[src/hw/corePkg.sv]
`default_nettype none

package corePkg;

    // --------------------------------------------------
    // Sizes
    localparam int DATA_W = 32;
    localparam int NUM_REGS = 8;        // r0 reads as zero.
    localparam int REG_W = 3;
    localparam int ROB_DEPTH = 16;
    localparam int SQN_W = 5;           // One bit above the ROB index.
    localparam int DISPATCH_DEPTH = 4;
    localparam int ALU_IQ_DEPTH = 4;
    localparam int MUL_IQ_DEPTH = 2;
    localparam int MUL_LATENCY = 3;
    localparam int IMM_W = 16;
    localparam int CRED_W = $clog2(ROB_DEPTH + 1);
    localparam int MUL_CNT_W = $clog2(MUL_LATENCY + 1);

    // --------------------------------------------------
    // Uop formats
    typedef enum logic [2:0] {
        ADD = 3'd0,
        SUB = 3'd1,
        AND = 3'd2,
        OR  = 3'd3,
        XOR = 3'd4,
        SLL = 3'd5,
        MUL = 3'd6
    } opcode_t;

    typedef logic [SQN_W-1:0] sqN_t;

    typedef struct packed {
        logic valid;
        opcode_t op;
        logic [REG_W-1:0] dst;
        logic [REG_W-1:0] src1;
        logic [REG_W-1:0] src2;
        logic useImm;                   // Immediate replaces src2.
        logic [IMM_W-1:0] imm;
    } inUop_t;

    typedef struct packed {
        logic ready;
        sqN_t tag;                      // Producer while not ready.
        logic [DATA_W-1:0] value;
    } operand_t;

    typedef struct packed {
        logic valid;
        opcode_t op;
        sqN_t sqN;
        logic [REG_W-1:0] dst;
        operand_t opnd1;
        operand_t opnd2;
    } issUop_t;

    typedef struct packed {
        logic valid;
        sqN_t sqN;
        logic [REG_W-1:0] dst;
        logic [DATA_W-1:0] result;
    } resUop_t;

    typedef struct packed {
        logic valid;
        sqN_t sqN;
        logic [REG_W-1:0] dst;
        logic [DATA_W-1:0] value;
    } commitUop_t;

endpackage

`default_nettype wire

[src/hw/intAlu.sv]
`default_nettype none

module intAlu (
    input wire clk,
    input wire rst,
    input wire corePkg::issUop_t issue,
    output corePkg::resUop_t aluWb
);
    import corePkg::*;

    logic [DATA_W-1:0] opA;
    logic [DATA_W-1:0] opB;
    logic [DATA_W-1:0] aluOut;
    logic wbValid;
    sqN_t wbSqN;
    logic [REG_W-1:0] wbDst;
    logic [DATA_W-1:0] wbResult;

    assign opA = issue.opnd1.value;
    assign opB = issue.opnd2.value;

    always_comb begin
        case (issue.op)
            ADD: aluOut = opA + opB;
            SUB: aluOut = opA - opB;
            AND: aluOut = opA & opB;
            OR: aluOut = opA | opB;
            XOR: aluOut = opA ^ opB;
            SLL: aluOut = opA << opB[4:0];
            default: aluOut = '0;       // MUL goes to the multiplier.
        endcase
    end

    always_ff @(posedge clk) begin
        if (rst) begin
            wbValid <= 1'b0;
        end else begin
            wbValid <= issue.valid;
        end
    end

    always_ff @(posedge clk) begin
        wbSqN <= issue.sqN;
        wbDst <= issue.dst;
        wbResult <= aluOut;
    end

    assign aluWb = '{valid: wbValid, sqN: wbSqN, dst: wbDst, result: wbResult};

endmodule

`default_nettype wire

[config.mk]
export PLATFORM = sky130hd
export DESIGN_NAME = intAlu
export DESIGN_NICKNAME = d
export VERILOG_FILES = /design/src/hw/corePkg.sv /design/src/hw/intAlu.sv
export SDC_FILE = /design/constraint.sdc
export NUM_CORES = 1
export LEC_CHECK = 0
export BUFFER_PORTS_ARGS = -buffer_cell sky130_fd_sc_hd__buf_2
export CAP_MARGIN = 20
export CORE_ASPECT_RATIO = 0.5
export CORE_MARGIN = 2
export CORE_UTILIZATION = 35
export CTS_BUF_LIST = sky130_fd_sc_hd__clkbuf_8
export DETAILED_ROUTE_END_ITERATION = 7
export GPL_ROUTABILITY_DRIVEN = 1
export PLACE_DENSITY_LB_ADDON = 0.3
export SYNTH_ARGS = -nofsm -noshare
export SYNTH_HDL_FRONTEND = slang
export SYNTH_SLANG_ARGS = --single-unit
[constraint.sdc]
create_clock -name clk -period 10.6 [get_ports clk]
set_input_delay 0.53 -clock clk [delete_from_list [all_inputs] [get_ports clk]]
set_output_delay 0.53 -clock clk [all_outputs]
set_load 0.05 [all_outputs]
==> reports/metrics.yaml <==
run:
  cap_violations: 0
worst_setup_path:
  required_ps: 10790
  crit_path_end_kind: "flop"
  start_kind: "primary input"
  arrival_ps: 5310
  worstPathCellList: "buf_2, buf_4, clkinv_1, ha_1, and3_1, nand2_1, or3_4, nor3b_4, nor2_1, xnor2_1, ha_1, and3_1, o21ai_0, a31oi_1, or3b_2, o221ai_1, xor2_1, o2111ai_1"
  crit_family: "simple AND/OR/NAND/NOR gates"
  cpPeakStageDelay_ps: 490
  critPathSlowestCell: "or3b_2"
  worstSetupPathType: "in -> reg"
  path_buf_inv: 3
  path_depth: 18
  critPathMaxFanout: 37
synth:
  ys_seq_area_share_pct: 11.99
  synth_nets: 1081
  synth_flop_cell: "dfxtp_1"
  yosysUniqueCellTypes: 69
  synth_top_area_cell: "ha_1"
  synthTopCellsByArea: "ha_1, dfxtp_1, mux4_2"
  synthCells: 893
  synth_area_um2: 6845
  synth_warnings: 0
  synth_edf_count: 0
  syn_avg_cell_area_um2: 7.666
  async_reset_ff_share_pct: 0
  yosysTopAreaCellShare_pct: 17.73
  synth_seq_cells: 41
die:
  fp.dieH_um: 102.9
  die_area_um2: 20760
  die_w_um: 201.8
  core.rowCount: 36
  ioPinCount: 131
  start_util_pct: 35.42
  core-area_um2: 19320
global_routing:
  grt_overflow: 0
  grt_pass1_vias: 6528
  grt_max_degree: 59
  grt_usage_pct: 23.81
  antenna_found_initial: 0
  grt_pass1_wl_um: 37600
timing:
  max_clock_freq_mhz: 195.5
  period_share_pct: 48.26
  max_slew.worst_pin.slew_ps: 985.9
  period_minus_slack_ps: 5116
  timing.hold.ws_ps: 271.7
  hold_violations: 0
  drv_slew: 0
  finalSetupTns_ps: 0
  grt_setup_unrepaired: "false"
  relSlewSlack_pct: 33.77
  finalSetupViolCount: 0
clock_network:
  clockBufferDepth: 2
  holdBufCountCts: 0
  numCtsBuffers: 5
  clkSinkCount: 41
  postCtsSetupRepairBufs: 0
  tritoncts: "done"
  path_clk_slew_ps: 100
  root_buffer: "clkbuf_8"
  htreeDepth: 2
  ctsResizeCount: 0
finish:
  diodes: 0
  areaGrowthSynthToFinish_pct: 13.09
  drive_above_1_share_pct: 18.38
  nNetsFinal: 1161
  fillers: 2017
route:
  viasPerCell: 5.859
  firstDrtPassIters: 6
  ant_nets: 0
  detail_route.wl_per_cell_um: 19.99
  routed_wl_um: 24790
  drc: 0
  vias: 7265
  drtIter0Drc: 843
placed_design:
  dp_hpwl_um: 18970
  routabilityCongestion: 0.9903
  port_buffers: 118
min_path:
  hold_class: "in -> reg"
  hold_path_depth: 1
pwr:
  leakage_nw: 3.612
  p_per_area_nw_per_um2: 101.6
  vdd_drop_max_v: 0.00004974
outcome:
  outcome: "finished clean"
==> layer usage <==
metal	track usage [%]	share of wire, %	wire, µm
met5	2.232	0.25	61
met4	8.145	2.5	627
met3	5.626	10	2523
met2	35.70	41	10210
met1	33.43	46	11370
==> kinds of logic after synthesis <==
| group | after synthesis | synth area share, % |
|---|---|---|
| simple gates | 235 | 16.34 |
| mux | 58 | 12.81 |
| fa+ha+maj | 98 | 18.02 |
| compound gates | 278 | 27.11 |
| xor+xnor | 47 | 6.013 |
| buf+inv | 136 | 7.713 |
| flops | 41 | 11.99 |
==> cell type report <==
class	count	area [µm²]	share of cell area (%)
timing repair buffer	125	643.1	8.308
tap	266	332.8	4.299
clock buffer	5	68.82	0.8890
multi-input combinational	716	5514	71.23
sequential	41	820.8	10.60
clock inverter	3	46.29	0.5980
inverter	84	315.3	4.073
==> metrics by stage <==
step | std cells | power, mW | utilization, % | instance area (µm²) | worst slack [ps]
2_1_floorplan | 893 | 0.5096 | - | 6845 | 6383
3_3_place_gp | 1232 | 0.6310 | 39.47 | 7626 | 5297
3_5_place_dp | 1232 | 0.6357 | 39.47 | 7626 | 5237
4_1_cts | 1240 | 0.7864 | 40.06 | 7741 | 5632
5_1_grt | 1240 | 0.8366 | 40.06 | 7741 | 5273
6_report | 1240 | 0.7862 | 40.06 | 7741 | 5484
==> power breakdown <==
part | internal [mW] | total (mW) | switching [mW] | leakage [nW]
Combinational | 0.157 | 0.461 | 0.304 | 3.21
Clock | 0.0706 | 0.145 | 0.0740 | 0.0543
Sequential | 0.175 | 0.180 | 0.00482 | 0.344
==> path summary, 6_finish.rpt <==
kind / from / end / slack, ps
max: issue[0] / wbResult[25] / 5480
min: issue[78] / wbDst[2] / 270
==> layout by cell type, fill, tap and decap left out, types with 6 or more instances in the layout <==
master    synthesis  layout
a211oi_1         10      10
a21o_1           14      14
a21oi_1          78      78
a222oi_1         17      17
a22oi_1           7       7
a31oi_1          12      12
and2_1            6       6
buf_2             5     118
buf_4             3       7
dfxtp_1          41      41
ha_1             97      97
inv_1            81      81
mux2_2            7       7
mux2i_1          28      28
mux4_2           23      23
nand2_1          83      83
nand2b_1         13      13
nand3_1          11      11
nand4_1           6       6
nor2_1           65      64
nor3_1           18      17
o211ai_1         15      15
o21a_1            9       9
o21ai_0          56      56
o221ai_1          9       9
o31ai_1           9       9
or3_1             7       7
xnor2_1          36      36
xor2_1           11      11
==> synth_stat cells (11+ instances only) <==
cell,n
nor2_1,65
nand3_1,11
o21ai_0,56
nand2b_1,13
xor2_1,11
mux2i_1,28
nand2_1,83
a31oi_1,12
inv_1,81
a21oi_1,78
clkbuf_1,34
o211ai_1,15
nor3_1,18
xnor2_1,36
ha_1,97
a222oi_1,17
a21o_1,14
dfxtp_1,41
mux4_2,23
==> registers in the layout (all words and copies together), names as in the netlist <==
| name | flops |
|---|---|
| wbResult | 32 |
| wbDst | 3 |
| wbSqN | 5 |
| wbValid | 1 |
(Power assumes the default switching activity.)
