## src/hw/corePkg.sv

```systemverilog
`default_nettype none

package corePkg;

    // --------------------------------------------------
    // Sizes
    localparam int DATA_W = 32;
    localparam int NUM_REGS = 8;        // r0 reads as zero.
    localparam int REG_W = 3;
    localparam int ROB_DEPTH = 16;
    localparam int SQN_W = 5;           // One bit above the ROB index.
    localparam int DISPATCH_DEPTH = 4;
    localparam int ALU_IQ_DEPTH = 4;
    localparam int MUL_IQ_DEPTH = 2;
    localparam int MUL_LATENCY = 3;
    localparam int IMM_W = 16;
    localparam int CRED_W = $clog2(ROB_DEPTH + 1);
    localparam int MUL_CNT_W = $clog2(MUL_LATENCY + 1);

    // --------------------------------------------------
    // Uop formats
    typedef enum logic [2:0] {
        ADD = 3'd0,
        SUB = 3'd1,
        AND = 3'd2,
        OR  = 3'd3,
        XOR = 3'd4,
        SLL = 3'd5,
        MUL = 3'd6
    } opcode_t;

    typedef logic [SQN_W-1:0] sqN_t;

    typedef struct packed {
        logic valid;
        opcode_t op;
        logic [REG_W-1:0] dst;
        logic [REG_W-1:0] src1;
        logic [REG_W-1:0] src2;
        logic useImm;                   // Immediate replaces src2.
        logic [IMM_W-1:0] imm;
    } inUop_t;

    typedef struct packed {
        logic ready;
        sqN_t tag;                      // Producer while not ready.
        logic [DATA_W-1:0] value;
    } operand_t;

    typedef struct packed {
        logic valid;
        opcode_t op;
        sqN_t sqN;
        logic [REG_W-1:0] dst;
        operand_t opnd1;
        operand_t opnd2;
    } issUop_t;

    typedef struct packed {
        logic valid;
        sqN_t sqN;
        logic [REG_W-1:0] dst;
        logic [DATA_W-1:0] result;
    } resUop_t;

    typedef struct packed {
        logic valid;
        sqN_t sqN;
        logic [REG_W-1:0] dst;
        logic [DATA_W-1:0] value;
    } commitUop_t;

endpackage

`default_nettype wire

```

## src/hw/reorderBuffer.sv

```systemverilog
`default_nettype none

module reorderBuffer (
    input wire clk,
    input wire rst,
    input wire corePkg::resUop_t alloc,
    input wire corePkg::resUop_t aluWb,
    input wire corePkg::resUop_t mulWb,
    input wire corePkg::sqN_t readSqN1,
    input wire corePkg::sqN_t readSqN2,
    input wire [corePkg::REG_W-1:0] readReg1,
    input wire [corePkg::REG_W-1:0] readReg2,
    output logic readReady1,
    output logic readReady2,
    output logic [corePkg::DATA_W-1:0] readVal1,
    output logic [corePkg::DATA_W-1:0] readVal2,
    output logic [corePkg::DATA_W-1:0] regVal1,
    output logic [corePkg::DATA_W-1:0] regVal2,
    output logic robFree,
    output corePkg::commitUop_t commit
);
    import corePkg::*;

    logic [ROB_DEPTH-1:0] entValid;
    logic [ROB_DEPTH-1:0] entDone;
    logic [REG_W-1:0] entDst [ROB_DEPTH];
    logic [DATA_W-1:0] entVal [ROB_DEPTH];
    logic [DATA_W-1:0] archRegs [NUM_REGS];
    sqN_t headSqN;
    logic [SQN_W-2:0] headIdx;

    assign headIdx = headSqN[SQN_W-2:0];
    assign commit = '{valid: entValid[headIdx] && entDone[headIdx], sqN: headSqN,
                      dst: entDst[headIdx], value: entVal[headIdx]};
    assign robFree = commit.valid;

    // --------------------------------------------------
    // Operand reads for dispatch
    assign readReady1 = entValid[readSqN1[SQN_W-2:0]] && entDone[readSqN1[SQN_W-2:0]];
    assign readReady2 = entValid[readSqN2[SQN_W-2:0]] && entDone[readSqN2[SQN_W-2:0]];
    assign readVal1 = entVal[readSqN1[SQN_W-2:0]];
    assign readVal2 = entVal[readSqN2[SQN_W-2:0]];
    assign regVal1 = (readReg1 == '0) ? '0 : archRegs[readReg1];
    assign regVal2 = (readReg2 == '0) ? '0 : archRegs[readReg2];

    always_ff @(posedge clk) begin
        if (rst) begin
            entValid <= '0;
            entDone <= '0;
            headSqN <= '0;
        end else begin
            if (commit.valid) begin
                entValid[headIdx] <= 1'b0;
                headSqN <= headSqN + 1'b1;
            end
            if (alloc.valid) begin
                entValid[alloc.sqN[SQN_W-2:0]] <= 1'b1;
                entDone[alloc.sqN[SQN_W-2:0]] <= 1'b0;
            end
            if (aluWb.valid) begin
                entDone[aluWb.sqN[SQN_W-2:0]] <= 1'b1;
            end
            if (mulWb.valid) begin
                entDone[mulWb.sqN[SQN_W-2:0]] <= 1'b1;
            end
        end
    end

    always_ff @(posedge clk) begin
        if (alloc.valid) begin
            entDst[alloc.sqN[SQN_W-2:0]] <= alloc.dst;
        end
        if (aluWb.valid) begin
            entVal[aluWb.sqN[SQN_W-2:0]] <= aluWb.result;
        end
        if (mulWb.valid) begin
            entVal[mulWb.sqN[SQN_W-2:0]] <= mulWb.result;
        end
    end

    always_ff @(posedge clk) begin
        if (rst) begin
            for (int i = 0; i < NUM_REGS; i++) begin
                archRegs[i] <= '0;
            end
        end else if (commit.valid && commit.dst != '0) begin
            archRegs[commit.dst] <= commit.value;
        end
    end

    // Results only return for uops still in flight.
    assert property (@(posedge clk) disable iff (rst) aluWb.valid |-> entValid[aluWb.sqN[SQN_W-2:0]]);
    assert property (@(posedge clk) disable iff (rst) mulWb.valid |-> entValid[mulWb.sqN[SQN_W-2:0]]);

endmodule

`default_nettype wire

```

## config.mk

```make
export PLATFORM = sky130hd
export DESIGN_NAME = reorderBuffer
export DESIGN_NICKNAME = d
export VERILOG_FILES = /design/src/hw/corePkg.sv /design/src/hw/reorderBuffer.sv
export SDC_FILE = /design/constraint.sdc
export NUM_CORES = 1
export LEC_CHECK = 0
export BUFFER_PORTS_ARGS = -buffer_cell sky130_fd_sc_hd__buf_4
export CAP_MARGIN = 30
export CORE_MARGIN = 3
export CORE_UTILIZATION = 50
export CTS_CLUSTER_SIZE = 24
export DETAILED_ROUTE_END_ITERATION = 12
export PLACE_DENSITY_LB_ADDON = 0.25
export SYNTH_ARGS = -nofsm -noshare
export SYNTH_HDL_FRONTEND = slang
export SYNTH_SLANG_ARGS = --single-unit
```

## constraint.sdc

```tcl
create_clock -name clk -period 4.7 [get_ports clk]
set_clock_uncertainty 0.1 [all_clocks]
set_input_delay 0.47 -clock clk [delete_from_list [all_inputs] [get_ports clk]]
set_output_delay 0.47 -clock clk [all_outputs]
set_load 0.1 [all_outputs]
```

==> impl_metrics.ini <==
[synthesis]
synthAdderAreaFrac = 0.001023
synth_top_family_by_area = multiplexers
async_reset_ff_frac = 0
synth_xor_area_frac = 0.0003580
synth_compound_area_frac = 0.03352
synth_flop_cell = edfxtp_1
synth_cell_types = 55
synth.most_common_cell = edfxtp_1
synthMuxAreaShare = 0.3806
ys_top_cells_by_area = edfxtp_1 (48%), mux4_2 (24%), mux2_2 (13%)
seq_area_frac_synth = 0.4979
syn_nets = 3384
ys_warn_count = 0
avgSynthCellArea_sq_um = 15.11
synth_cells = 3239
synth_top_area_frac = 0.4811
synthTopCellsByCount = edfxtp_1 (784), mux2_2 (580), mux4_2 (528), clkbuf_1 (249), nor2_1 (231)
ys_ff_latch = 825
yosys.area_share.simple = 0.05267
synth_top_area_cell = edfxtp_1
synth_edf_count = 784
syn_area_sq_um = 48930

[sta]
hold_viol_final = 0
maxSlewViolCount = 0
relSlewSlack = 0.3260
fin_crit_sh = 0.9247
rsz0062_at_grt = no
tns_ns = 0
setup_viol = 0
worst_pin_slew_ns = 1.004
min_period_ns = 4.346
fmax_ghz = 0.2301

[cts]
cts_root_buf = clkbuf_16
clockBufferDepth = 3
htreeDepth = 3
cts_tree = built
cts_setup_buffers = 0
clkSlewWorstSetupHoldPaths_ns = 0.07
clock-sinks = 825
clock_latency_ns = 0.66
ctsResizeCount = 0
cts_inserted_buffers = 90

[placement]
gp_congestion = 0.8506
port_buffers = 269
post-dp-hpwl_microns = 92500

[setup_path]
cp_max_fo = 67
r2r_slack_ns = 0.82
cp-start-kind = flip-flop
arrival_ns = 3.78
crit_path_end_kind = primary output
reg2reg_from = headSqN[1]$_SDFFE_PP0N_
required_ns = 4.13
reg2reg_depth = 7
crit_type = flip-flop to primary output

[floorplan]
coreArea_sq_um = 96850
start_util = 0.5053
die_w_microns = 318.8
ios = 313
row_count = 114
fp.dieH_microns = 318.8
die_area_sq_um = 101700

[final_layout]
utilization = 0.5732
synthToLayoutAreaGrowth_pct = 13.44
drive_above_1_share = 0.4878
fin_nets = 3534

[pwr]
vdd_drop_max_mv = 0.2552
leakagePower_nw = 18.65
p_per_area_nw_per_um2 = 332.8
swShare = 0.2850
p_int_mw = 13.21
clockPowerShare = 0.362
p_switching_mw = 5.265
comb_power_share = 0.179
power_frac_seq = 0.459

[grt]
antenna_found_initial = 14
grt_pass1_wl_microns = 226900
grt-ovfl-total = 0
track_usage = 0.3046
grt_max_degree = 75
first_global_vias = 33900

[drt]
avgViaCountPerCell = 6.856
drcViolationCount = 0
vias = 32500
wl_per_cell_microns = 32.74
drt-total-wl_microns = 155200
drtAntennaViolNets = 0
drt_iter0_markers = 4252
drtPass1Iterations = 5

[hold_path]
min_path_type = primary input to flip-flop
whs_path_depth = 1
hp-start = alloc[33]

[job]
drv_cap = 0

[status]
status = completed
power by group through the flow:
stage / registers, mW / clock network, mW / logic [mW]
floorplan: 8.58 / 0 / 2.38
global placement: 8.59 / 0 / 3.23
detailed placement: 8.63 / 0 / 3.28
CTS: 8.48 / 6.76 / 3.29
global route: 8.51 / 7.05 / 3.42
finish: 8.48 / 6.70 / 3.30
state kept, by name, indices dropped and copies added, names as in the netlist, named ones only:
register and cells:
entDone 16, headSqN 5, entVal 512, entDst 48, entValid 16, archRegs 224
critical path: stages (launching register included):
cell	delay, ns
dfxtp_4	0.58
buf_12	0.52
mux4_2	0.60
nand2_1	0.08
nand2_1	0.06
o21ai_1	0.67
inv_1	0.25
buf_4	0.31
layout by cell type, fill, tap and decap left out, types with 30 or more instances in the layout:
master and instances:
edfxtp_1 784, mux2_2 580, mux4_2 528, buf_4 360, nor2_1 222, nand2_1 215
clkbuf_16 92, inv_1 86, a21oi_1 76, nand3_1 47, o21ai_0 46, dfxtp_1 37
o21ai_1 32, a22oi_1 32, a221oi_1 31, nor3_1 30
what timing repair did:
item                                   CTS  global route
hold buffers                             2             0
endpoints found under the hold margin   24             0
setup endpoints to repair                0             0
metal layers:
layer | global-route usage | vias up | routed length (microns)
met2 | 0.5065 | 1980 | 76030
met5 | 0 | - | 84
met4 | 0.1184 | 12 | 6729
met3 | 0.07450 | 405 | 16960
li1 | - | 13290 | -
met1 | 0.3882 | 16810 | 55360
final timing paths:
kind	end
worst min register to register	entValid[13]$_SDFF_PP0_
worst max register to register	archRegs[5][12]$_SDFFCE_PN0P_
worst min-delay path	entDst[6][1]$_DFFE_PP_
worst max-delay path	commit[6]
through the flow:
step                power (mW)  hold WS, ns  setup slack, ns  instances  cell area (sq um)
floorplan                10.97       0.3608           0.2575       3239              48940
global placement         11.82       0.3798           0.9069       4569              52700
detailed placement       11.91       0.3851           0.8281       4571              52750
CTS                      18.53     0.005479           0.2996       4732              55490
global route             18.98      0.03094           0.1195       4734              55500
finish                   18.47      0.04078           0.3541       4740              55510
final cells by class:
class | instances | area, sq um
fill | 7440 | 41340
sequential | 825 | 24380
multi-input combinational | 1996 | 23220
timing repair buffer | 389 | 3248
clock buffer | 113 | 2381
tap | 1276 | 1597
clock inverter | 46 | 336.6
inverter | 87 | 326.6
antenna | 8 | 20.02
cells by family (layout without fill, tap and decap cells):
group / count (synthesis) / after routing
flops: 825 / 825
buf+inv: 418 / 635
xor+xnor: 2 / 2
mux: 1126 / 1126
other cells: 0 / 8
compound gates: 267 / 267
fa+ha+maj: 4 / 4
simple gates: 597 / 597
Power figures use the tool's default switching activity.
