**src/hw/corePkg.sv**
```systemverilog
`default_nettype none

package corePkg;

    // --------------------------------------------------
    // Sizes
    localparam int DATA_W = 32;
    localparam int NUM_REGS = 8;        // r0 reads as zero.
    localparam int REG_W = 3;
    localparam int ROB_DEPTH = 16;
    localparam int SQN_W = 5;           // One bit above the ROB index.
    localparam int DISPATCH_DEPTH = 4;
    localparam int ALU_IQ_DEPTH = 4;
    localparam int MUL_IQ_DEPTH = 2;
    localparam int MUL_LATENCY = 3;
    localparam int IMM_W = 16;
    localparam int CRED_W = $clog2(ROB_DEPTH + 1);
    localparam int MUL_CNT_W = $clog2(MUL_LATENCY + 1);

    // --------------------------------------------------
    // Uop formats
    typedef enum logic [2:0] {
        ADD = 3'd0,
        SUB = 3'd1,
        AND = 3'd2,
        OR  = 3'd3,
        XOR = 3'd4,
        SLL = 3'd5,
        MUL = 3'd6
    } opcode_t;

    typedef logic [SQN_W-1:0] sqN_t;

    typedef struct packed {
        logic valid;
        opcode_t op;
        logic [REG_W-1:0] dst;
        logic [REG_W-1:0] src1;
        logic [REG_W-1:0] src2;
        logic useImm;                   // Immediate replaces src2.
        logic [IMM_W-1:0] imm;
    } inUop_t;

    typedef struct packed {
        logic ready;
        sqN_t tag;                      // Producer while not ready.
        logic [DATA_W-1:0] value;
    } operand_t;

    typedef struct packed {
        logic valid;
        opcode_t op;
        sqN_t sqN;
        logic [REG_W-1:0] dst;
        operand_t opnd1;
        operand_t opnd2;
    } issUop_t;

    typedef struct packed {
        logic valid;
        sqN_t sqN;
        logic [REG_W-1:0] dst;
        logic [DATA_W-1:0] result;
    } resUop_t;

    typedef struct packed {
        logic valid;
        sqN_t sqN;
        logic [REG_W-1:0] dst;
        logic [DATA_W-1:0] value;
    } commitUop_t;

endpackage

`default_nettype wire

```
**src/hw/multiplier.sv**
```systemverilog
`default_nettype none

module multiplier (
    input wire clk,
    input wire rst,
    input wire corePkg::issUop_t issue,
    output logic busy,
    output corePkg::resUop_t mulWb
);
    import corePkg::*;

    logic [DATA_W-1:0] opA;
    logic [DATA_W-1:0] opB;
    sqN_t tagQ;
    logic [REG_W-1:0] dstQ;
    logic [MUL_CNT_W-1:0] cnt;
    logic done;
    logic [2*DATA_W-1:0] product;

    // Operands stay latched through the result cycle.
    assign product = opA * opB;
    assign busy = cnt != '0;
    assign mulWb = '{valid: done, sqN: tagQ, dst: dstQ, result: product[DATA_W-1:0]};

    always_ff @(posedge clk) begin
        if (issue.valid) begin
            opA <= issue.opnd1.value;
            opB <= issue.opnd2.value;
            tagQ <= issue.sqN;
            dstQ <= issue.dst;
        end
    end

    always_ff @(posedge clk) begin
        if (rst) begin
            cnt <= '0;
            done <= 1'b0;
        end else begin
            done <= cnt == MUL_CNT_W'(1);
            if (issue.valid) begin
                cnt <= MUL_CNT_W'(MUL_LATENCY - 1);
            end else if (busy) begin
                cnt <= cnt - 1'b1;
            end
        end
    end

    // Queue hold must cover the whole multiply.
    assert property (@(posedge clk) disable iff (rst) issue.valid |-> !busy);

endmodule

`default_nettype wire

```
**config.mk**
```make
export PLATFORM = sky130hd
export DESIGN_NAME = multiplier
export DESIGN_NICKNAME = d
export VERILOG_FILES = /design/src/hw/corePkg.sv /design/src/hw/multiplier.sv
export SDC_FILE = /design/constraint.sdc
export NUM_CORES = 1
export LEC_CHECK = 0
export ABC_AREA = 1
export BUFFER_PORTS_ARGS = -buffer_cell sky130_fd_sc_hd__buf_2
export CAP_MARGIN = 20
export CORE_MARGIN = 10
export CORE_UTILIZATION = 38
export CTS_CLUSTER_SIZE = 24
export DETAILED_ROUTE_END_ITERATION = 8
export PLACE_DENSITY = 0.53
export SLEW_MARGIN = 40
export SYNTH_ARGS = -nofsm -noshare
export SYNTH_HDL_FRONTEND = slang
export SYNTH_SLANG_ARGS = --single-unit
export TNS_END_PERCENT = 10
```
**constraint.sdc**
```tcl
create_clock -name clk -period 10.9 [get_ports clk]
set_input_delay 2.18 -clock clk [delete_from_list [all_inputs] [get_ports clk]]
set_output_delay 2.18 -clock clk [all_outputs]
set_load 0.01 [all_outputs]
```
==> flow_metrics.py, run 1 <==
metrics = {
    "run_status": {
        "status": "completed",
    },
    "worst_setup_path": {
        "r2r_cells": 2,
        "worstPathCellList": "buf_4 -> nand2_1 -> inv_1 -> fa_1 -> fa_1 -> fa_1 -> inv_1 -> fa_1 -> fa_1 -> fa_1 -> inv_1 -> fa_1 -> fa_1 -> ha_1 -> a21oi_1 -> o21ai_0 -> a21oi_1 -> nand3_1 -> nand2_1 -> nand2_1 -> a31oi_1 -> xnor2_1 -> buf_2",
        "startpoint_type": "flop",
        "crit_path_start": "opA[10]",
        "rr_endpoint": "cnt[0]",
        "critPathMaxFanout": 15,
        "slowest_delay_ps": 810,
        "crit_top_cell": "fa_1",
        "crit_arrival_ps": 7750,
        "required_ps": 8720,
        "r2r_setup_slack_ps": 10140,
        "rr_startpoint": "cnt[1]",
        "end_kind": "output pin",
        "critPathBufInv": 5,
        "path_class": "flop to output pin",
        "slowest_stage": "edfxtp_1",
        "crit_family": "adder cells",
    },
    "clocking": {
        "clock-root-buffer": "clkbuf_16",
        "cts_setup_buffers": 0,
        "cts_hold_buf": 0,
        "cts.sinks": 75,
        "clk_pin_slew_ps": 70,
        "ctsResizeCount": 0,
        "cts_tree": "yes",
        "clock_latency_ps": 370,
        "cts.path.max_buffers": 2,
        "numCtsBuffers": 9,
        "htree_levels": 3,
    },
    "global_routing": {
        "grt_use_total_pct": 17.4,
        "grt-ovfl-total": 0,
        "antenna_found_initial": 1,
        "grt_max_degree": 75,
        "grt_pass1_vias": 14500,
        "grt_first_pass_wirelength_mm": 80.5,
    },
    "route": {
        "wl_per_cell_um": 16.6,
        "drtIter0Drc": 795,
        "route.met3.wl_mm": 2.58,
        "wirelength_met1_mm": 22.2,
        "wl_mm": 50.6,
        "drt_first_pass_iters": 5,
        "vias_per_cell": 4.59,
        "route.detailed.drc": 0,
        "dr_wl_met2_mm": 24.6,
        "vias": 14000,
        "top_layer": "met4",
        "ant_nets": 0,
    },
    "timing": {
        "clock.fmax_ghz": 0.101,
        "finalCriticalPeriod_ps": 9930,
        "setup_tns_ps": 0,
        "rsz0062_at_grt": "false",
        "slew_violations": 0,
        "tightest_slew_ps": 880,
        "hold_viol": 0,
        "fin_skew_ps": 0.0469,
        "post-route-period-util_pct": 91.1,
        "relSlewSlack_pct": 41.3,
        "setup_viol": 0,
    },
    "placement": {
        "io_buffers": 116,
        "globalplace.congestion": 0.841,
        "place_hpwl_mm": 42.5,
    },
    "hold_path": {
        "hold_class": "flop to flop",
        "hp-start": "cnt[1]",
        "holdPathEnd": "done",
        "whs_path_depth": 1,
    },
    "yosys": {
        "synth_nets": 2928,
        "synth_area_sq_um": 18900,
        "yosys_warnings": 0,
        "synth_xor_area_share_pct": 1.44,
        "synth.area.mux_share_pct": 0,
        "synth-compound-area-share_pct": 1.67,
        "async_reset_ff_share_pct": 0,
        "synth_fa_ha_area_share_pct": 51.5,
        "synth_cells": 2307,
        "yosysUniqueCellTypes": 37,
        "ys_ff_latch": 75,
        "synth_top_family_by_area": "adder cells",
        "synth_edf_count": 72,
        "synthSimpleGateAreaFrac_pct": 16.9,
        "seq_area_frac_synth_pct": 11.8,
        "synth_flop_cell": "edfxtp_1",
        "avgSynthCellArea_sq_um": 8.17,
    },
    "cells_and_area": {
        "nNetsFinal": 2997,
        "layout_common_cells": "inv_1 (713), nand2_1 (701), fa_1 (408)",
        "area_growth_pct": 9.07,
        "layout-drive-gt1-share_pct": 8.36,
        "final_common_cell": "inv_1",
        "num-fill-cells": 4925,
    },
    "die": {
        "rows": 81,
        "ios": 132,
        "die_x_um": 243,
        "die_h_um": 243,
        "initial_core_util_pct": 38.5,
        "coreArea_sq_um": 49000,
        "dieArea_sq_um": 58900,
    },
    "flow_run": {
        "maxCapViolations": 0,
    },
}
through the flow:
stage / std cells / worst slack, ps / cell area (sq um) / util (%) / hold WS (ps)
after floorplan: 2307 / 2300 / 18900 / - / 418
after global placement: 3012 / 1230 / 20000 / 40.9 / 430
after detailed placement: 3023 / 1140 / 20200 / 41.2 / 455
after CTS: 3039 / 757 / 20500 / 41.8 / 468
after global routing: 3045 / 607 / 20600 / 42.0 / 493
final: 3046 / 971 / 20600 / 42.0 / 469
registers in the layout (all words and copies together), names as in the netlist:
signal and flops:
opA 32, opB 32, tagQ 5, done 1
dstQ 3, cnt 2
how the worst max path moves through the flow:
stage,end,slack [ps],cells past startpoint
2_1_floorplan,mulWb[29],2300,26
3_3_place_gp,mulWb[27],1230,23
3_5_place_dp,mulWb[27],1140,22
4_1_cts,mulWb[27],760,22
5_1_grt,mulWb[31],610,23
6_report,mulWb[27],970,23
synth_stat cells, types with 3 or more instances:
master    instances  area [sq um]
xor2_1           23           201
nor3_1            4          20.0
nand3_1          49           245
a31oi_1           6          37.5
buf_1             8          30.0
inv_1           713          2680
xnor2_1           8          70.1
o21ai_0           9          45.0
clkbuf_1         70           263
nand3b_1         10          75.1
buf_2            14          70.1
nand3_2           4          40.0
nand2_2           6          37.5
buf_4            12          90.1
ha_1            123          1540
nor2_1           15          56.3
dfxtp_1           3          60.1
nand4_1           5          31.3
a21oi_1          26           130
edfxtp_1         72          2160
fa_1            408          8170
nand2_1         701          2630
layer usage:
metal	GRT usage (%)	vias to the layer above
met2	29.3	332
met1	23.1	7000
met4	4.98	0
met3	2.26	44
met5	0	-
li1	-	6598
cell type report:
class,count,area (sq um),share of cell area [%]
Multi-Input combinational cell,1411,13500,65.5
Inverter,715,2680,13.1
Sequential cell,75,2220,10.8
Timing Repair Buffer,164,1030,5.01
Tap cell,664,831,4.04
Clock buffer,9,225,1.10
Clock inverter,7,91.3,0.444
Antenna cell,1,2.50,0.0122
kinds of logic (layout without fill, tap and decap cells):
family                   after synthesis  count (layout)
AO/OA/AOI/OAI                         51              51
XOR/XNOR                              31              31
AND/OR/NAND/NOR                      798             798
adder cells (fa/ha/maj)              531             531
buffers and inverters                821             895
flip-flops                            75              75
other                                  0               1
Power of run 1 is not shown: default switching activity piles up to over one toggle a cycle in this logic, so the estimate is an artifact.
==> inputs of run 2 (changes only) <==
==> constraint.sdc (replaced) <==
create_clock -name clk -period 10.9 [get_ports clk]
set_input_delay 2.18 -clock clk [delete_from_list [all_inputs] [get_ports clk]]
set_output_delay 2.18 -clock clk [all_outputs]
set_load 0.005 [all_outputs]
==> run 2 against run 1 <==
  * Sequential share of layout area is essentially flat
  * Highest routed layer is now met5
  * Non-clock buffer count shrank 1
  * Flip-flop and latch count is the same
  * Register-to-register slack gained 30 ps
  * Die area is the same
  * Clock skew is essentially flat
  * Hold slack lost 23 ps
  * Critical path depth grew 2
  * Routed wire length shrank 0.62%
==> flow_metrics.py, run 2 (same netlist as run 1, synthesis figures left out) <==
metrics = {
    "timing": {
        "rsz0062_at_grt": "false",
        "clock.fmax_ghz": 0.101,
        "relSlewSlack_pct": 44.6,
        "tightest_slew_ps": 832,
        "hold_viol": 0,
        "setup_tns_ps": 0,
        "setup_viol": 0,
        "slew_violations": 0,
        "finalCriticalPeriod_ps": 9910,
        "fin_skew_ps": 0.146,
        "post-route-period-util_pct": 90.9,
    },
    "route": {
        "vias": 14000,
        "route.detailed.drc": 0,
        "ant_nets": 0,
        "vias_per_cell": 4.60,
        "wirelength_met1_mm": 22.9,
        "top_layer": "met5",
        "route.met3.wl_mm": 2.13,
        "wl_mm": 50.2,
        "dr_wl_met2_mm": 24.1,
        "drtIter0Drc": 862,
        "drt_first_pass_iters": 5,
        "wl_per_cell_um": 16.5,
    },
    "clocking": {
        "cts_tree": "yes",
        "clock_latency_ps": 370,
        "cts_hold_buf": 0,
        "htree_levels": 3,
        "cts.path.max_buffers": 2,
        "ctsResizeCount": 0,
        "numCtsBuffers": 9,
        "cts.sinks": 75,
        "cts_setup_buffers": 0,
        "clk_pin_slew_ps": 70,
        "clock-root-buffer": "clkbuf_16",
    },
    "die": {
        "die_x_um": 243,
        "rows": 81,
        "ios": 132,
        "initial_core_util_pct": 38.5,
        "die_h_um": 243,
        "dieArea_sq_um": 58900,
        "coreArea_sq_um": 49000,
    },
    "cells_and_area": {
        "layout_common_cells": "inv_1 (713), nand2_1 (701), fa_1 (408)",
        "nNetsFinal": 2996,
        "num-fill-cells": 4923,
        "layout-drive-gt1-share_pct": 8.32,
        "area_growth_pct": 8.96,
        "multiInputGateArea_sq_um": 13500,
        "final_common_cell": "inv_1",
        "seqCellArea_sq_um": 2220,
        "top_regs": "opA x32, opB x32, tagQ x5",
        "antenna_cells": 0,
    },
    "global_routing": {
        "grt-ovfl-total": 0,
        "grt_first_pass_wirelength_mm": 80.9,
        "grt_pass1_vias": 14800,
        "grt_use_total_pct": 17.5,
        "grt_max_degree": 75,
        "antenna_found_initial": 2,
    },
    "placement": {
        "globalplace.congestion": 0.844,
        "io_buffers": 116,
        "place_hpwl_mm": 42.7,
    },
    "worst_setup_path": {
        "critPathMaxFanout": 15,
        "crit_arrival_ps": 7730,
        "required_ps": 8720,
        "path_class": "flop to output pin",
        "end_kind": "output pin",
        "r2r_cells": 2,
        "startpoint_type": "flop",
    },
    "hold_path": {
        "hold_class": "flop to flop",
        "whs_path_depth": 1,
    },
    "run_status": {
        "status": "completed",
    },
    "flow_run": {
        "maxCapViolations": 0,
    },
}
-- run 2: worst paths after layout --
kind	slack (ps)	endpoint	startpoint
worst max register to register	10170	cnt[0]	cnt[1]
worst min register to register	450	cnt[0]	cnt[0]
worst min-delay path	450	cnt[0]	cnt[0]
worst max-delay path	990	mulWb[27]	opB[6]
-- run 2: critical path, stage by stage (launching register included) --
cell      delay, ps
edfxtp_1        780
buf_4           280
nand2_1          60
inv_1            80
fa_1            440
fa_1            520
inv_1            50
fa_1            460
fa_1            500
inv_1            50
fa_1            500
inv_1            50
fa_1            570
fa_1            430
fa_1            490
inv_1            40
ha_1            340
a21oi_1         180
o21ai_0         100
a21oi_1         380
nand3_1         320
nand2_1         120
nand2_1         100
a31oi_1         200
xnor2_1         150
buf_2           150
-- run 2: through the flow --
step	hold slack, ps	cell area [sq um]	cells	setup slack, ps	utilization, %
6_report	446	20500	3044	988	42.0
5_1_grt	482	20500	3044	629	42.0
4_1_cts	449	20500	3039	774	41.8
3_5_place_dp	440	20200	3023	1150	41.2
3_3_place_gp	429	20000	3012	1220	40.9
2_1_floorplan	418	18900	2307	2360	-
-- run 2: cell type report --
class                   count  area share [%]
clock inverters             7           0.445
clock buffers               9            1.10
flip-flops and latches     75            10.8
well taps                 664            4.04
repair buffers            163            4.92
inverters                 715            13.1
multi-input cells        1411            65.6
-- run 2: metal layers --
layer  GRT usage, %  vias up
met1           23.1     7053
met4           4.74        2
met2           29.4      298
li1               -     6592
met3           2.37       45
met5              0        -
Power of run 2 is left out for the same reason.
==> inputs of run 3 (changes only) <==
==> constraint.sdc (replaced) <==
create_clock -name clk -period 10.9 [get_ports clk]
set_input_delay 1.09 -clock clk [delete_from_list [all_inputs] [get_ports clk]]
set_output_delay 1.09 -clock clk [all_outputs]
set_load 0.005 [all_outputs]
==> run 3 against run 2 <==
  * First-iteration DRC count down 11%
  * Via count down 0.46%
  * Utilization down 0.30 points
  * Clock skew about the same
  * Sequential share of layout area up 0.079 points
  * Die area unchanged
  * Critical path depth unchanged
  * Maximum frequency up 12%
  * Largest cell class unchanged
==> flow_metrics.py, run 3 (same netlist as run 1, synthesis figures left out) <==
metrics = {
    "run_status": {
        "status": "completed",
    },
    "route": {
        "vias": 13900,
        "drt_first_pass_iters": 5,
        "vias_per_cell": 4.60,
        "drtIter0Drc": 763,
        "wl_per_cell_um": 16.2,
        "ant_nets": 0,
        "wl_mm": 49.1,
        "route.detailed.drc": 0,
    },
    "clocking": {
        "ctsResizeCount": 0,
        "cts_tree": "yes",
        "clk_pin_slew_ps": 60,
        "cts.sinks": 75,
        "cts.path.max_buffers": 2,
        "htree_levels": 3,
        "numCtsBuffers": 9,
        "clock_latency_ps": 370,
        "clock-root-buffer": "clkbuf_16",
        "cts_setup_buffers": 0,
        "cts_hold_buf": 0,
    },
    "global_routing": {
        "antenna_found_initial": 0,
        "grt-ovfl-total": 0,
        "grt_first_pass_wirelength_mm": 80.1,
        "grt_use_total_pct": 17.3,
        "grt_max_degree": 75,
        "grt_pass1_vias": 14800,
    },
    "die": {
        "initial_core_util_pct": 38.5,
        "coreArea_sq_um": 49000,
        "die_h_um": 243,
        "ios": 132,
        "dieArea_sq_um": 58900,
        "rows": 81,
        "die_x_um": 243,
    },
    "worst_setup_path": {
        "crit_top_cell": "fa_1",
        "r2r_setup_slack_ps": 10170,
        "end_kind": "output pin",
        "critPathMaxFanout": 13,
        "startpoint_type": "flop",
        "path_class": "flop to output pin",
        "rr_startpoint": "cnt[1]",
        "required_ps": 9810,
        "r2r_cells": 2,
        "crit_arrival_ps": 7730,
        "slowest_delay_ps": 770,
        "slowest_stage": "edfxtp_1",
        "rr_endpoint": "cnt[0]",
    },
    "timing": {
        "setup_tns_ps": 0,
        "hold_viol": 0,
        "tightest_slew_ps": 810,
        "clock.fmax_ghz": 0.113,
        "fin_skew_ps": 0.0590,
        "relSlewSlack_pct": 46.0,
        "post-route-period-util_pct": 80.9,
        "slew_violations": 0,
        "finalCriticalPeriod_ps": 8820,
        "rsz0062_at_grt": "false",
        "setup_viol": 0,
    },
    "placement": {
        "place_area_sq_um": 20100,
        "globalplace.congestion": 0.823,
        "io_buffers": 116,
        "place_hpwl_mm": 40.2,
    },
    "hold_path": {
        "holdPathEnd": "done",
        "hp-start": "cnt[1]",
        "whs_path_depth": 1,
        "hold_class": "flop to flop",
    },
    "cells_and_area": {
        "num-fill-cells": 4953,
        "finalInstanceArea_sq_um": 20400,
        "layout_common_cells": "inv_1 (713), nand2_1 (701), fa_1 (408)",
        "antenna_cells": 0,
        "area_growth_pct": 8.17,
        "layout-drive-gt1-share_pct": 7.78,
        "nNetsFinal": 2982,
        "top_regs": "opA x32, opB x32, tagQ x5",
        "final_common_cell": "inv_1",
    },
    "flow_run": {
        "maxCapViolations": 0,
    },
}
-- run 3: area by class of cell --
cell class	count	area, sq um	share of cell area (%)
Multi-Input combinational cell	1411	13500	66.1
Inverter	715	2680	13.2
Clock inverter	7	92.6	0.454
Clock buffer	9	225	1.10
Sequential cell	75	2220	10.9
Tap cell	664	831	4.07
Timing Repair Buffer	149	861	4.22
-- run 3: worst max path at each step --
stage	startpoint	endpoint	cells past startpoint
after floorplan	opB[2]	mulWb[27]	23
after global placement	opA[14]	mulWb[27]	22
after detailed placement	opB[8]	mulWb[27]	23
after CTS	opB[8]	mulWb[27]	23
after global routing	opA[5]	mulWb[31]	25
final	opB[8]	mulWb[27]	25
-- run 3: worst max-delay path: cells and delay by family (launching register included) --
family / cells / cell delay [ps]
adder cells (fa/ha/maj): 9 / 4120
XOR/XNOR: 1 / 130
AND/OR/NAND/NOR: 4 / 690
flip-flops: 1 / 770
AO/OA/AOI/OAI: 4 / 860
buffers and inverters: 7 / 780
-- run 3: per-stage QoR --
stage,hold slack (ps),setup WS [ps],std cells,utilization (%)
2_1_floorplan,418,3450,2307,-
3_3_place_gp,429,2290,3009,40.9
4_1_cts,453,1930,3029,41.6
3_5_place_dp,445,2340,3013,41.0
5_1_grt,477,1760,3030,41.7
6_report,453,2080,3030,41.7
-- run 3: metal layers --
layer / wire, um / share of wire, % / global-route usage (%)
met3: 2610 / 5.3 / 2.76
met1: 21100 / 43 / 22.4
met4: 1220 / 2.5 / 5.48
met5: 0 / 0 / 0
met2: 24100 / 49 / 29.0
Power of run 3 is left out for the same reason.
