==> src/hw/corePkg.sv <==
`default_nettype none

package corePkg;

    // --------------------------------------------------
    // Sizes
    localparam int DATA_W = 32;
    localparam int NUM_REGS = 8;        // r0 reads as zero.
    localparam int REG_W = 3;
    localparam int ROB_DEPTH = 16;
    localparam int SQN_W = 5;           // One bit above the ROB index.
    localparam int DISPATCH_DEPTH = 4;
    localparam int ALU_IQ_DEPTH = 4;
    localparam int MUL_IQ_DEPTH = 2;
    localparam int MUL_LATENCY = 3;
    localparam int IMM_W = 16;
    localparam int CRED_W = $clog2(ROB_DEPTH + 1);
    localparam int MUL_CNT_W = $clog2(MUL_LATENCY + 1);

    // --------------------------------------------------
    // Uop formats
    typedef enum logic [2:0] {
        ADD = 3'd0,
        SUB = 3'd1,
        AND = 3'd2,
        OR  = 3'd3,
        XOR = 3'd4,
        SLL = 3'd5,
        MUL = 3'd6
    } opcode_t;

    typedef logic [SQN_W-1:0] sqN_t;

    typedef struct packed {
        logic valid;
        opcode_t op;
        logic [REG_W-1:0] dst;
        logic [REG_W-1:0] src1;
        logic [REG_W-1:0] src2;
        logic useImm;                   // Immediate replaces src2.
        logic [IMM_W-1:0] imm;
    } inUop_t;

    typedef struct packed {
        logic ready;
        sqN_t tag;                      // Producer while not ready.
        logic [DATA_W-1:0] value;
    } operand_t;

    typedef struct packed {
        logic valid;
        opcode_t op;
        sqN_t sqN;
        logic [REG_W-1:0] dst;
        operand_t opnd1;
        operand_t opnd2;
    } issUop_t;

    typedef struct packed {
        logic valid;
        sqN_t sqN;
        logic [REG_W-1:0] dst;
        logic [DATA_W-1:0] result;
    } resUop_t;

    typedef struct packed {
        logic valid;
        sqN_t sqN;
        logic [REG_W-1:0] dst;
        logic [DATA_W-1:0] value;
    } commitUop_t;

endpackage

`default_nettype wire

==> src/hw/dispatchCtrl.sv <==
`default_nettype none

module dispatchCtrl (
    input wire clk,
    input wire rst,
    input wire corePkg::inUop_t inUop,
    input wire aluFree,
    input wire mulFree,
    input wire robFree,
    input wire corePkg::resUop_t aluWb,
    input wire corePkg::resUop_t mulWb,
    input wire corePkg::commitUop_t commit,
    input wire readReady1,
    input wire readReady2,
    input wire [corePkg::DATA_W-1:0] readVal1,
    input wire [corePkg::DATA_W-1:0] readVal2,
    input wire [corePkg::DATA_W-1:0] regVal1,
    input wire [corePkg::DATA_W-1:0] regVal2,
    output logic credit,
    output corePkg::issUop_t aluDisp,
    output corePkg::issUop_t mulDisp,
    output corePkg::resUop_t alloc,
    output corePkg::sqN_t readSqN1,
    output corePkg::sqN_t readSqN2,
    output logic [corePkg::REG_W-1:0] readReg1,
    output logic [corePkg::REG_W-1:0] readReg2
);
    import corePkg::*;

    inUop_t fifo [DISPATCH_DEPTH];
    logic [$clog2(DISPATCH_DEPTH)-1:0] wrPtr;
    logic [$clog2(DISPATCH_DEPTH)-1:0] rdPtr;
    logic [CRED_W-1:0] count;
    inUop_t head;

    sqN_t nextSqN;
    logic [NUM_REGS-1:0] renPend;
    sqN_t renTag [NUM_REGS];
    logic [CRED_W-1:0] aluCred;
    logic [CRED_W-1:0] mulCred;
    logic [CRED_W-1:0] robCred;

    logic isMul;
    logic canDisp;
    issUop_t dispUop;

    function automatic operand_t resolve(input logic pend, input sqN_t tag, input logic robRdy,
                                         input logic [DATA_W-1:0] robVal,
                                         input logic [DATA_W-1:0] archVal);
        operand_t opnd;
        opnd.ready = 1'b1;
        opnd.tag = tag;
        opnd.value = archVal;
        if (pend) begin
            if (robRdy) begin
                opnd.value = robVal;
            end else if (aluWb.valid && aluWb.sqN == tag) begin
                opnd.value = aluWb.result;
            end else if (mulWb.valid && mulWb.sqN == tag) begin
                opnd.value = mulWb.result;
            end else begin
                opnd.ready = 1'b0;      // Queue wakes it up later.
            end
        end
        return opnd;
    endfunction

    assign head = fifo[rdPtr];
    assign isMul = head.op == MUL;
    assign canDisp = count != '0 && robCred != '0 && (isMul ? mulCred != '0 : aluCred != '0);
    assign credit = canDisp;

    assign readReg1 = head.src1;
    assign readReg2 = head.src2;
    assign readSqN1 = renTag[head.src1];
    assign readSqN2 = renTag[head.src2];

    always_comb begin
        dispUop.valid = canDisp;
        dispUop.op = head.op;
        dispUop.sqN = nextSqN;
        dispUop.dst = head.dst;
        dispUop.opnd1 = resolve(renPend[head.src1], readSqN1, readReady1, readVal1, regVal1);
        if (head.useImm) begin
            dispUop.opnd2 = '{ready: 1'b1, tag: '0, value: DATA_W'(head.imm)};
        end else begin
            dispUop.opnd2 = resolve(renPend[head.src2], readSqN2, readReady2, readVal2, regVal2);
        end
        aluDisp = dispUop;
        aluDisp.valid = canDisp && !isMul;
        mulDisp = dispUop;
        mulDisp.valid = canDisp && isMul;
    end

    assign alloc = '{valid: canDisp, sqN: nextSqN, dst: head.dst, result: '0};

    always_ff @(posedge clk) begin
        if (rst) begin
            wrPtr <= '0;
            rdPtr <= '0;
            count <= '0;
            nextSqN <= '0;
            renPend <= '0;
            aluCred <= CRED_W'(ALU_IQ_DEPTH);
            mulCred <= CRED_W'(MUL_IQ_DEPTH);
            robCred <= CRED_W'(ROB_DEPTH);
        end else begin
            if (inUop.valid) begin
                wrPtr <= wrPtr + 1'b1;
            end
            if (canDisp) begin
                rdPtr <= rdPtr + 1'b1;
                nextSqN <= nextSqN + 1'b1;
            end
            count <= count + CRED_W'(inUop.valid) - CRED_W'(canDisp);
            aluCred <= aluCred + CRED_W'(aluFree) - CRED_W'(canDisp && !isMul);
            mulCred <= mulCred + CRED_W'(mulFree) - CRED_W'(canDisp && isMul);
            robCred <= robCred + CRED_W'(robFree) - CRED_W'(canDisp);

            if (commit.valid && renTag[commit.dst] == commit.sqN) begin
                renPend[commit.dst] <= 1'b0;
            end
            if (canDisp && head.dst != '0) begin
                renPend[head.dst] <= 1'b1;  // Newer producer wins.
            end
        end
    end

    always_ff @(posedge clk) begin
        if (inUop.valid) begin
            fifo[wrPtr] <= inUop;
        end
        if (canDisp) begin
            renTag[head.dst] <= nextSqN;
        end
    end

    // --------------------------------------------------
    // A returned credit always matches an earlier spend.
    assert property (@(posedge clk) disable iff (rst) aluFree |-> aluCred < CRED_W'(ALU_IQ_DEPTH));
    assert property (@(posedge clk) disable iff (rst) mulFree |-> mulCred < CRED_W'(MUL_IQ_DEPTH));
    assert property (@(posedge clk) disable iff (rst) robFree |-> robCred < CRED_W'(ROB_DEPTH));
    assert property (@(posedge clk) disable iff (rst)
        inUop.valid |-> count < CRED_W'(DISPATCH_DEPTH));

endmodule

`default_nettype wire

==> config.mk <==
export PLATFORM = sky130hd
export DESIGN_NAME = dispatchCtrl
export DESIGN_NICKNAME = d
export VERILOG_FILES = /design/src/hw/corePkg.sv /design/src/hw/dispatchCtrl.sv
export SDC_FILE = /design/constraint.sdc
export NUM_CORES = 1
export LEC_CHECK = 0
export BUFFER_PORTS_ARGS = -buffer_cell sky130_fd_sc_hd__buf_2
export CAP_MARGIN = 20
export CELL_PAD_IN_SITES_DETAIL_PLACEMENT = 1
export CELL_PAD_IN_SITES_GLOBAL_PLACEMENT = 1
export CORE_AREA = 2 2 203 205
export CTS_CLUSTER_DIAMETER = 150
export DETAILED_ROUTE_END_ITERATION = 8
export DIE_AREA = 0 0 205 207
export PLACE_DENSITY_LB_ADDON = 0.08
export SYNTH_ARGS = -nofsm -noshare
export SYNTH_HDL_FRONTEND = slang
export SYNTH_SLANG_ARGS = --single-unit
==> constraint.sdc <==
create_clock -name clk -period 12.2 [get_ports clk]
set_input_delay 2.44 -clock clk [delete_from_list [all_inputs] [get_ports clk]]
set_output_delay 2.44 -clock clk [all_outputs]
set_load 0.02 [all_outputs]
==> impl_metrics.ini, run 1 <==
[run_status]
status = completed

[clock_network]
post_cts_resized = 0
path_clk_slew_ns = 0.07
cts_tree = built
clock-sinks = 195
cts_hold_buffers = 0
root_buffer = clkbuf_16
htreeDepth = 4
post_cts_buffers = 0
cts_buffers = 17
clk_latency_ns = 0.44
cts_buffer_depth = 2

[placement]
dpl.hpwl_um = 40470
port_buffers = 451
dp_cells = 2021
globalplace.congestion = 0.8759
dpl-instance-area_um2 = 14830

[floorplan]
core_um2 = 40370
die_x_um = 205
design.die.area_um2 = 42440
ios = 522
die_h_um = 207
num_rows = 74
initial_utilization_pct = 32.46

[timing]
setup_tns_ns = 0
fmax_mhz = 118.8
fin_crit_sh_pct = 69.00
rsz0062_at_grt = false
hold_violations = 0
slew_headroom_pct = 28.16
tightestPinTransition_ns = 1.078
setup_viol = 0
report.final.slew_viol_count = 0
period_needed_ns = 8.418
fin_skew_ns = 0.01239

[global_routing]
first_global_vias = 11182
gr-total-overflow = 0
antenna_found_initial = 25
grt_util_all_layers_pct = 24.15
grt_pass1_wl_um = 75640
grt_max_degree = 67

[critical_path]
endpoint_kind = output pin
endpoint = mulDisp[3]
cp.arrival_ns = 5.98
worstRegToRegCells = 18
start_kind = flip-flop
cp_slowest_cell = and3_2
r2r-end = aluCred[4]$_SDFF_PP0_
rrSetupSlack_ns = 7.72
required_ns = 9.76
slowest_delay_ns = 1.01
crit_fanout = 49
path_class = flip-flop to output pin
crit_chain = buf_4 > mux4_2 > mux2i_1 > a22oi_1 > nand4_1 > a211oi_4 > and3_2 > o31ai_1 > a31oi_1 > buf_2

[synthesis]
yosys_warnings = 0
syn-cell-area_um2 = 13110
synth_top_family_by_area = compound AO/OA/AOI/OAI gates
synth_mux_area_share_pct = 10.02
synth_xor_area_share_pct = 2.072
yosys.area.top_type_share_pct = 35.75
yosysTopAreaCell = edfxtp_1
synth_edf_count = 156
yosysSeqAreaShare_pct = 41.70
synth-compound-area-share_pct = 18.72
ys_ff_latch = 195
avgSynthCellArea_um2 = 10.76
yosys.area_share.simple_pct = 10.80
yosys.area_share.adder_pct = 3.380
synth_top_flop_cell = edfxtp_1
synth.area.top_cells = edfxtp_1 36%, buf_4 7.7%, dfxtp_1 6.0%
synth-async-reset-ratio_pct = 0
synth_cell_types = 65
synth_cells = 1218

[drt]
ant_nets = 0
detail_route.wl_per_cell_um = 25.64
drtPass1Iterations = 5
wl_um = 52860
drtIter0Drc = 779
drc = 0
vias = 11238
via_per_inst = 5.450

[finish]
instances_no_fill = 2062
final_area_um2 = 15450
nFillCells = 4623
drive_above_1_share_pct = 39.32
seq_area_um2 = 5466
syn_to_final_growth_pct = 17.90
fin_nets = 1829
final_util_pct = 38.27
multi_input_comb_area_um2 = 6035

[power]
irDropWorstVdd_mv = 0.1668
power_density_nw_per_um2 = 247.3
cellLeakagePower_nw = 6.381

[job]
max_cap_viol_count = 0

[hold_path]
timing.hold.worst.class = flip-flop to flip-flop
[registers in the layout, summed over array words and instances (netlist names), named ones only]
name,flops
wrPtr,2
count,5
mulCred,5
renPend,8
rdPtr,2
aluCred,5
nextSqN,5
renTag,40
fifo,116
robCred,5
[layout by cell type, fill, tap and decap left out, drive strengths merged, types with 33 or more instances in the layout]
master / netlist / layout
a21oi: 53 / 53
a31oi: 33 / 33
buf: 175 / 473
dfxtp: 39 / 39
edfxtp: 156 / 156
inv: 65 / 71
mux2i: 48 / 48
mux4: 33 / 33
nand2: 59 / 59
o21ai: 46 / 46
o31ai: 38 / 38
[report_power, final]
group	internal (W)	switching, W
clock	0.000292	0.000272
sequential	0.000824	0.0000596
combinational	0.000789	0.00159
total	0.00190	0.00192
[how the worst min path moves through the flow]
stage                                from  cells after the start                    end  slack, ns
floorplan           renPend[0]$_SDFF_PP0_                      1  renPend[0]$_SDFF_PP0_       0.43
global placement    renPend[0]$_SDFF_PP0_                      1  renPend[0]$_SDFF_PP0_       0.45
finish              renPend[0]$_SDFF_PP0_                      1  renPend[0]$_SDFF_PP0_       0.47
global route        renPend[0]$_SDFF_PP0_                      1  renPend[0]$_SDFF_PP0_       0.49
detailed placement  renPend[0]$_SDFF_PP0_                      1  renPend[0]$_SDFF_PP0_       0.45
CTS                 renPend[0]$_SDFF_PP0_                      1  renPend[0]$_SDFF_PP0_       0.46
[synthesized netlist by cell type (all sizes together) (3+ instances only)]
cell type	number
and2	13
inv	65
mux2	8
mux2i	48
a211o	16
nand2	59
o221a	32
o31a	18
a21oi	53
and4	19
or4	5
mux4	33
xor2	11
a41oi	16
nand2b	4
nand4	25
nand3b	8
nand3	7
fa	4
nor2b	15
and3	10
o21a	3
and3b	4
nor3	7
buf	175
clkbuf	58
or3	21
edfxtp	156
a22o	6
xnor2	20
o31ai	38
o21ai	46
nor2	32
a22oi	13
a31oi	33
ha	29
nor4	9
a21o	4
nor4b	3
o32a	32
dfxtp	39
[cell families (layout without fill, tap and decap cells)]
kind of cell | after synthesis | after routing
compound gates | 324 | 324
buf+inv | 298 | 570
simple gates | 247 | 247
flops | 195 | 195
mux | 89 | 89
fa+ha+maj | 33 | 33
xor+xnor | 31 | 31
other cells | 1 | 41
[through the flow]
stage	power [W]	setup slack (ns)	hold slack, ns
2_1_floorplan	0.002699	5.400	0.4349
3_3_place_gp	0.003271	4.119	0.4480
3_5_place_dp	0.003290	4.157	0.4517
4_1_cts	0.003864	3.810	0.4619
5_1_grt	0.004057	3.517	0.4881
6_report	0.003821	3.782	0.4653
[worst max-delay path: cells and delay by family, from the launching register on]
family | cells | cell delay [ns]
compound gates | 4 | 2.04
simple gates | 2 | 1.22
mux | 2 | 1.13
buf+inv | 2 | 0.78
flops | 1 | 0.31
[layer usage]
| metal | GRT usage, % | up-vias | part of all wire [%] |
|---|---|---|---|
| met4 | 4.813 | 28 | 1.4 |
| li1 | - | 5110 | - |
| met1 | 32.21 | 5606 | 43 |
| met2 | 39.21 | 424 | 47 |
| met3 | 6.671 | 70 | 8.3 |
| met5 | 0 | - | 0.34 |
[final cells by class]
cell class,instances,area share [%]
timing repair buffer,473,15.68
antenna,9,0.1458
multi-input combinational,756,39.06
sequential,195,35.38
clock inverter,15,1.101
inverter,65,1.579
clock buffer,17,2.753
tap,532,4.308
Note: power is estimated with default switching activity, not from simulation.
==> run 2, diff against run 1 <==
- ABC_AREA: unset -> 1
- CORE_AREA: 2 2 203 205 -> unset
- CORE_MARGIN: unset -> 2
- CORE_UTILIZATION: unset -> 35
- DIE_AREA: 0 0 205 207 -> unset
- clock period: 12.2 -> 8.03 ns (I/O delays scaled with it)
==> impl_metrics.ini, run 2 <==
[critical_path]
crit_fanout = 33
rrSetupSlack_ns = 3.67
start_kind = flip-flop
cp.arrival_ns = 5.18
required_ns = 6.42
r2r-end = aluCred[4]$_SDFF_PP0_
path_class = flip-flop to output pin
worstRegToRegCells = 20
endpoint_kind = output pin

[drt]
drtPass1Iterations = 5
vias = 13995
drtIter0Drc = 848
wl_um = 58670
detail_route.wl_per_cell_um = 21.92
via_per_inst = 5.228
drc = 0
ant_nets = 0

[hold_path]
whs_path_depth = 2
whs_endpoint = renPend[0]$_SDFF_PP0_
min_from = renPend[0]$_SDFF_PP0_
timing.hold.worst.class = flip-flop to flip-flop

[timing]
hold_violations = 0
slew_headroom_pct = 26.09
tightestPinTransition_ns = 1.107
fmax_mhz = 147.4
report.final.slew_viol_count = 0
setup_tns_ns = 0
rsz0062_at_grt = false
fin_crit_sh_pct = 84.48
setup_viol = 0
fin_skew_ns = 0.01869
period_needed_ns = 6.784

[clock_network]
root_buffer = clkbuf_16
htreeDepth = 4
cts_buffers = 17
cts_tree = built
clk_latency_ns = 0.44
cts_buffer_depth = 2
cts_hold_buffers = 0
post_cts_buffers = 0
path_clk_slew_ns = 0.07
clock-sinks = 195
post_cts_resized = 0

[synthesis]
synth.area.top_cells = edfxtp_1 34%, nand2_1 13%, buf_4 7.7%
syn-cell-area_um2 = 13860
synth_cell_types = 46
yosysMostFrequentCell = nand2_1
synth_top_flop_cell = edfxtp_1
synth_cells = 1843
synth-async-reset-ratio_pct = 0
yosys_warnings = 0
yosysSeqAreaShare_pct = 39.44
synthTopCellsByCount = 471 x nand2_1, 190 x nand3_1, 162 x nor2_1, 156 x edfxtp_1, 149 x inv_1
ys_ff_latch = 195
yosys.area.top_type_share_pct = 33.81
avgSynthCellArea_um2 = 7.518
synth_edf_count = 156
yosysTopAreaCell = edfxtp_1

[finish]
fin_nets = 2458
final_common_cell = nand2_1
multi_input_comb_area_um2 = 6412
syn_to_final_growth_pct = 16.61
regMostFlops = fifo
seq_area_um2 = 5466
nFillCells = 4984
instances_no_fill = 2677
drive_above_1_share_pct = 26.00
top_regs = fifo: 116 flops, renTag: 40 flops, renPend: 8 flops
mostFrequentLayoutCells = 471 x nand2_1, 451 x buf_2, 190 x nand3_1
largest_register_ffs = 116

[floorplan]
initial_utilization_pct = 35.69
core_um2 = 38830
num_rows = 72
die_h_um = 203.0
die_x_um = 203.0
design.die.area_um2 = 41190
ios = 522

[global_routing]
grt_max_degree = 64
first_global_vias = 13846
grt_pass1_wl_um = 86620
antenna_found_initial = 20
grt_util_all_layers_pct = 27.84
gr-total-overflow = 0

[job]
max_cap_viol_count = 0

[power]
pwr-share-clk_pct = 10.2
swShare_pct = 58.84
power_density_nw_per_um2 = 506.0
finalPower_w = 0.008175
p_int_w = 0.003365
seq_power_share_pct = 17.2
cellLeakagePower_nw = 7.756
combPwrFrac_pct = 72.6
irDropWorstVdd_mv = 0.4418
p_sw_w = 0.004810

[placement]
dpl.hpwl_um = 44680
dp_cells = 2635
globalplace.congestion = 0.9022
port_buffers = 451

[run_status]
status = completed
==> run 2: layout make-up <==
| cell class | count | area share [%] |
|---|---|---|
| Sequential cell | 195 | 33.83 |
| Antenna cell | 9 | 0.1394 |
| Clock buffer | 19 | 2.943 |
| Timing Repair Buffer | 471 | 15.02 |
| Clock inverter | 13 | 0.6815 |
| Inverter | 157 | 3.678 |
| Multi-Input combinational cell | 1295 | 39.69 |
| Tap cell | 518 | 4.011 |
==> run 2: worst max path at each step <==
stage | cells after the start | startpoint | end
after floorplan | 10 | aluWb[39] | mulDisp[21]
after global placement | 14 | flip-flop | aluDisp[30]
after detailed placement | 14 | flip-flop | aluDisp[30]
after CTS | 14 | flip-flop | aluDisp[30]
after global routing | 19 | flip-flop | mulDisp[38]
final | 19 | flip-flop | mulDisp[7]
==> run 2: cells by family after synthesis <==
family	count (synthesis)	synth area share (%)
fa+ha+maj	33	3.197
buf+inv	384	15.17
xor+xnor	9	0.5689
compound gates	294	12.52
simple gates	927	29.07
other cells	1	0.02706
flops	195	39.44
==> run 2: through the flow <==
step                setup slack [ns]  instance area, µm²  util, %  hold slack, ns
CTS                            1.117               16110    41.48          0.4632
detailed placement             1.599               15520    39.97          0.4510
global placement               1.689               15520    39.97          0.4431
floorplan                      3.346               13970        -          0.4245
global route                  0.8240               16140    41.58          0.4965
finish                         1.246               16160    41.61          0.4583
==> run 2: metal layers <==
| metal | vias to the layer above | GRT usage, % | part of all wire, % |
|---|---|---|---|
| met4 | 16 | 5.553 | 1.7 |
| met2 | 423 | 47.74 | 49 |
| met3 | 80 | 4.912 | 5.5 |
| met5 | - | 0 | 0.19 |
| met1 | 6859 | 36.86 | 44 |
| li1 | 6617 | - | - |
==> run 2: worst max-delay path, stage by stage (launching register included) <==
cell     delay [ns]
dfxtp_1        0.70
inv_4          0.32
nand3_1        0.19
nand2_1        0.45
inv_2          0.49
nand3_1        0.19
nand3_2        0.14
nand2_4        0.11
inv_2          0.07
nor2_1         0.04
nor2_2         0.24
nand3_2        0.58
buf_4          0.48
nor2_1         0.14
nor2_1         0.05
nand2_1        0.07
nand2_1        0.04
nand2_1        0.05
nand2_1        0.12
buf_2          0.20
==> run 2: power by group through the flow <==
stage	Combinational, W	Sequential (W)	Clock [W]
floorplan	0.00453	0.00138	0
global placement	0.00588	0.00142	0
detailed placement	0.00595	0.00143	0
CTS	0.00598	0.00141	0.000853
global route	0.00647	0.00142	0.000892
finish	0.00594	0.00140	0.000835
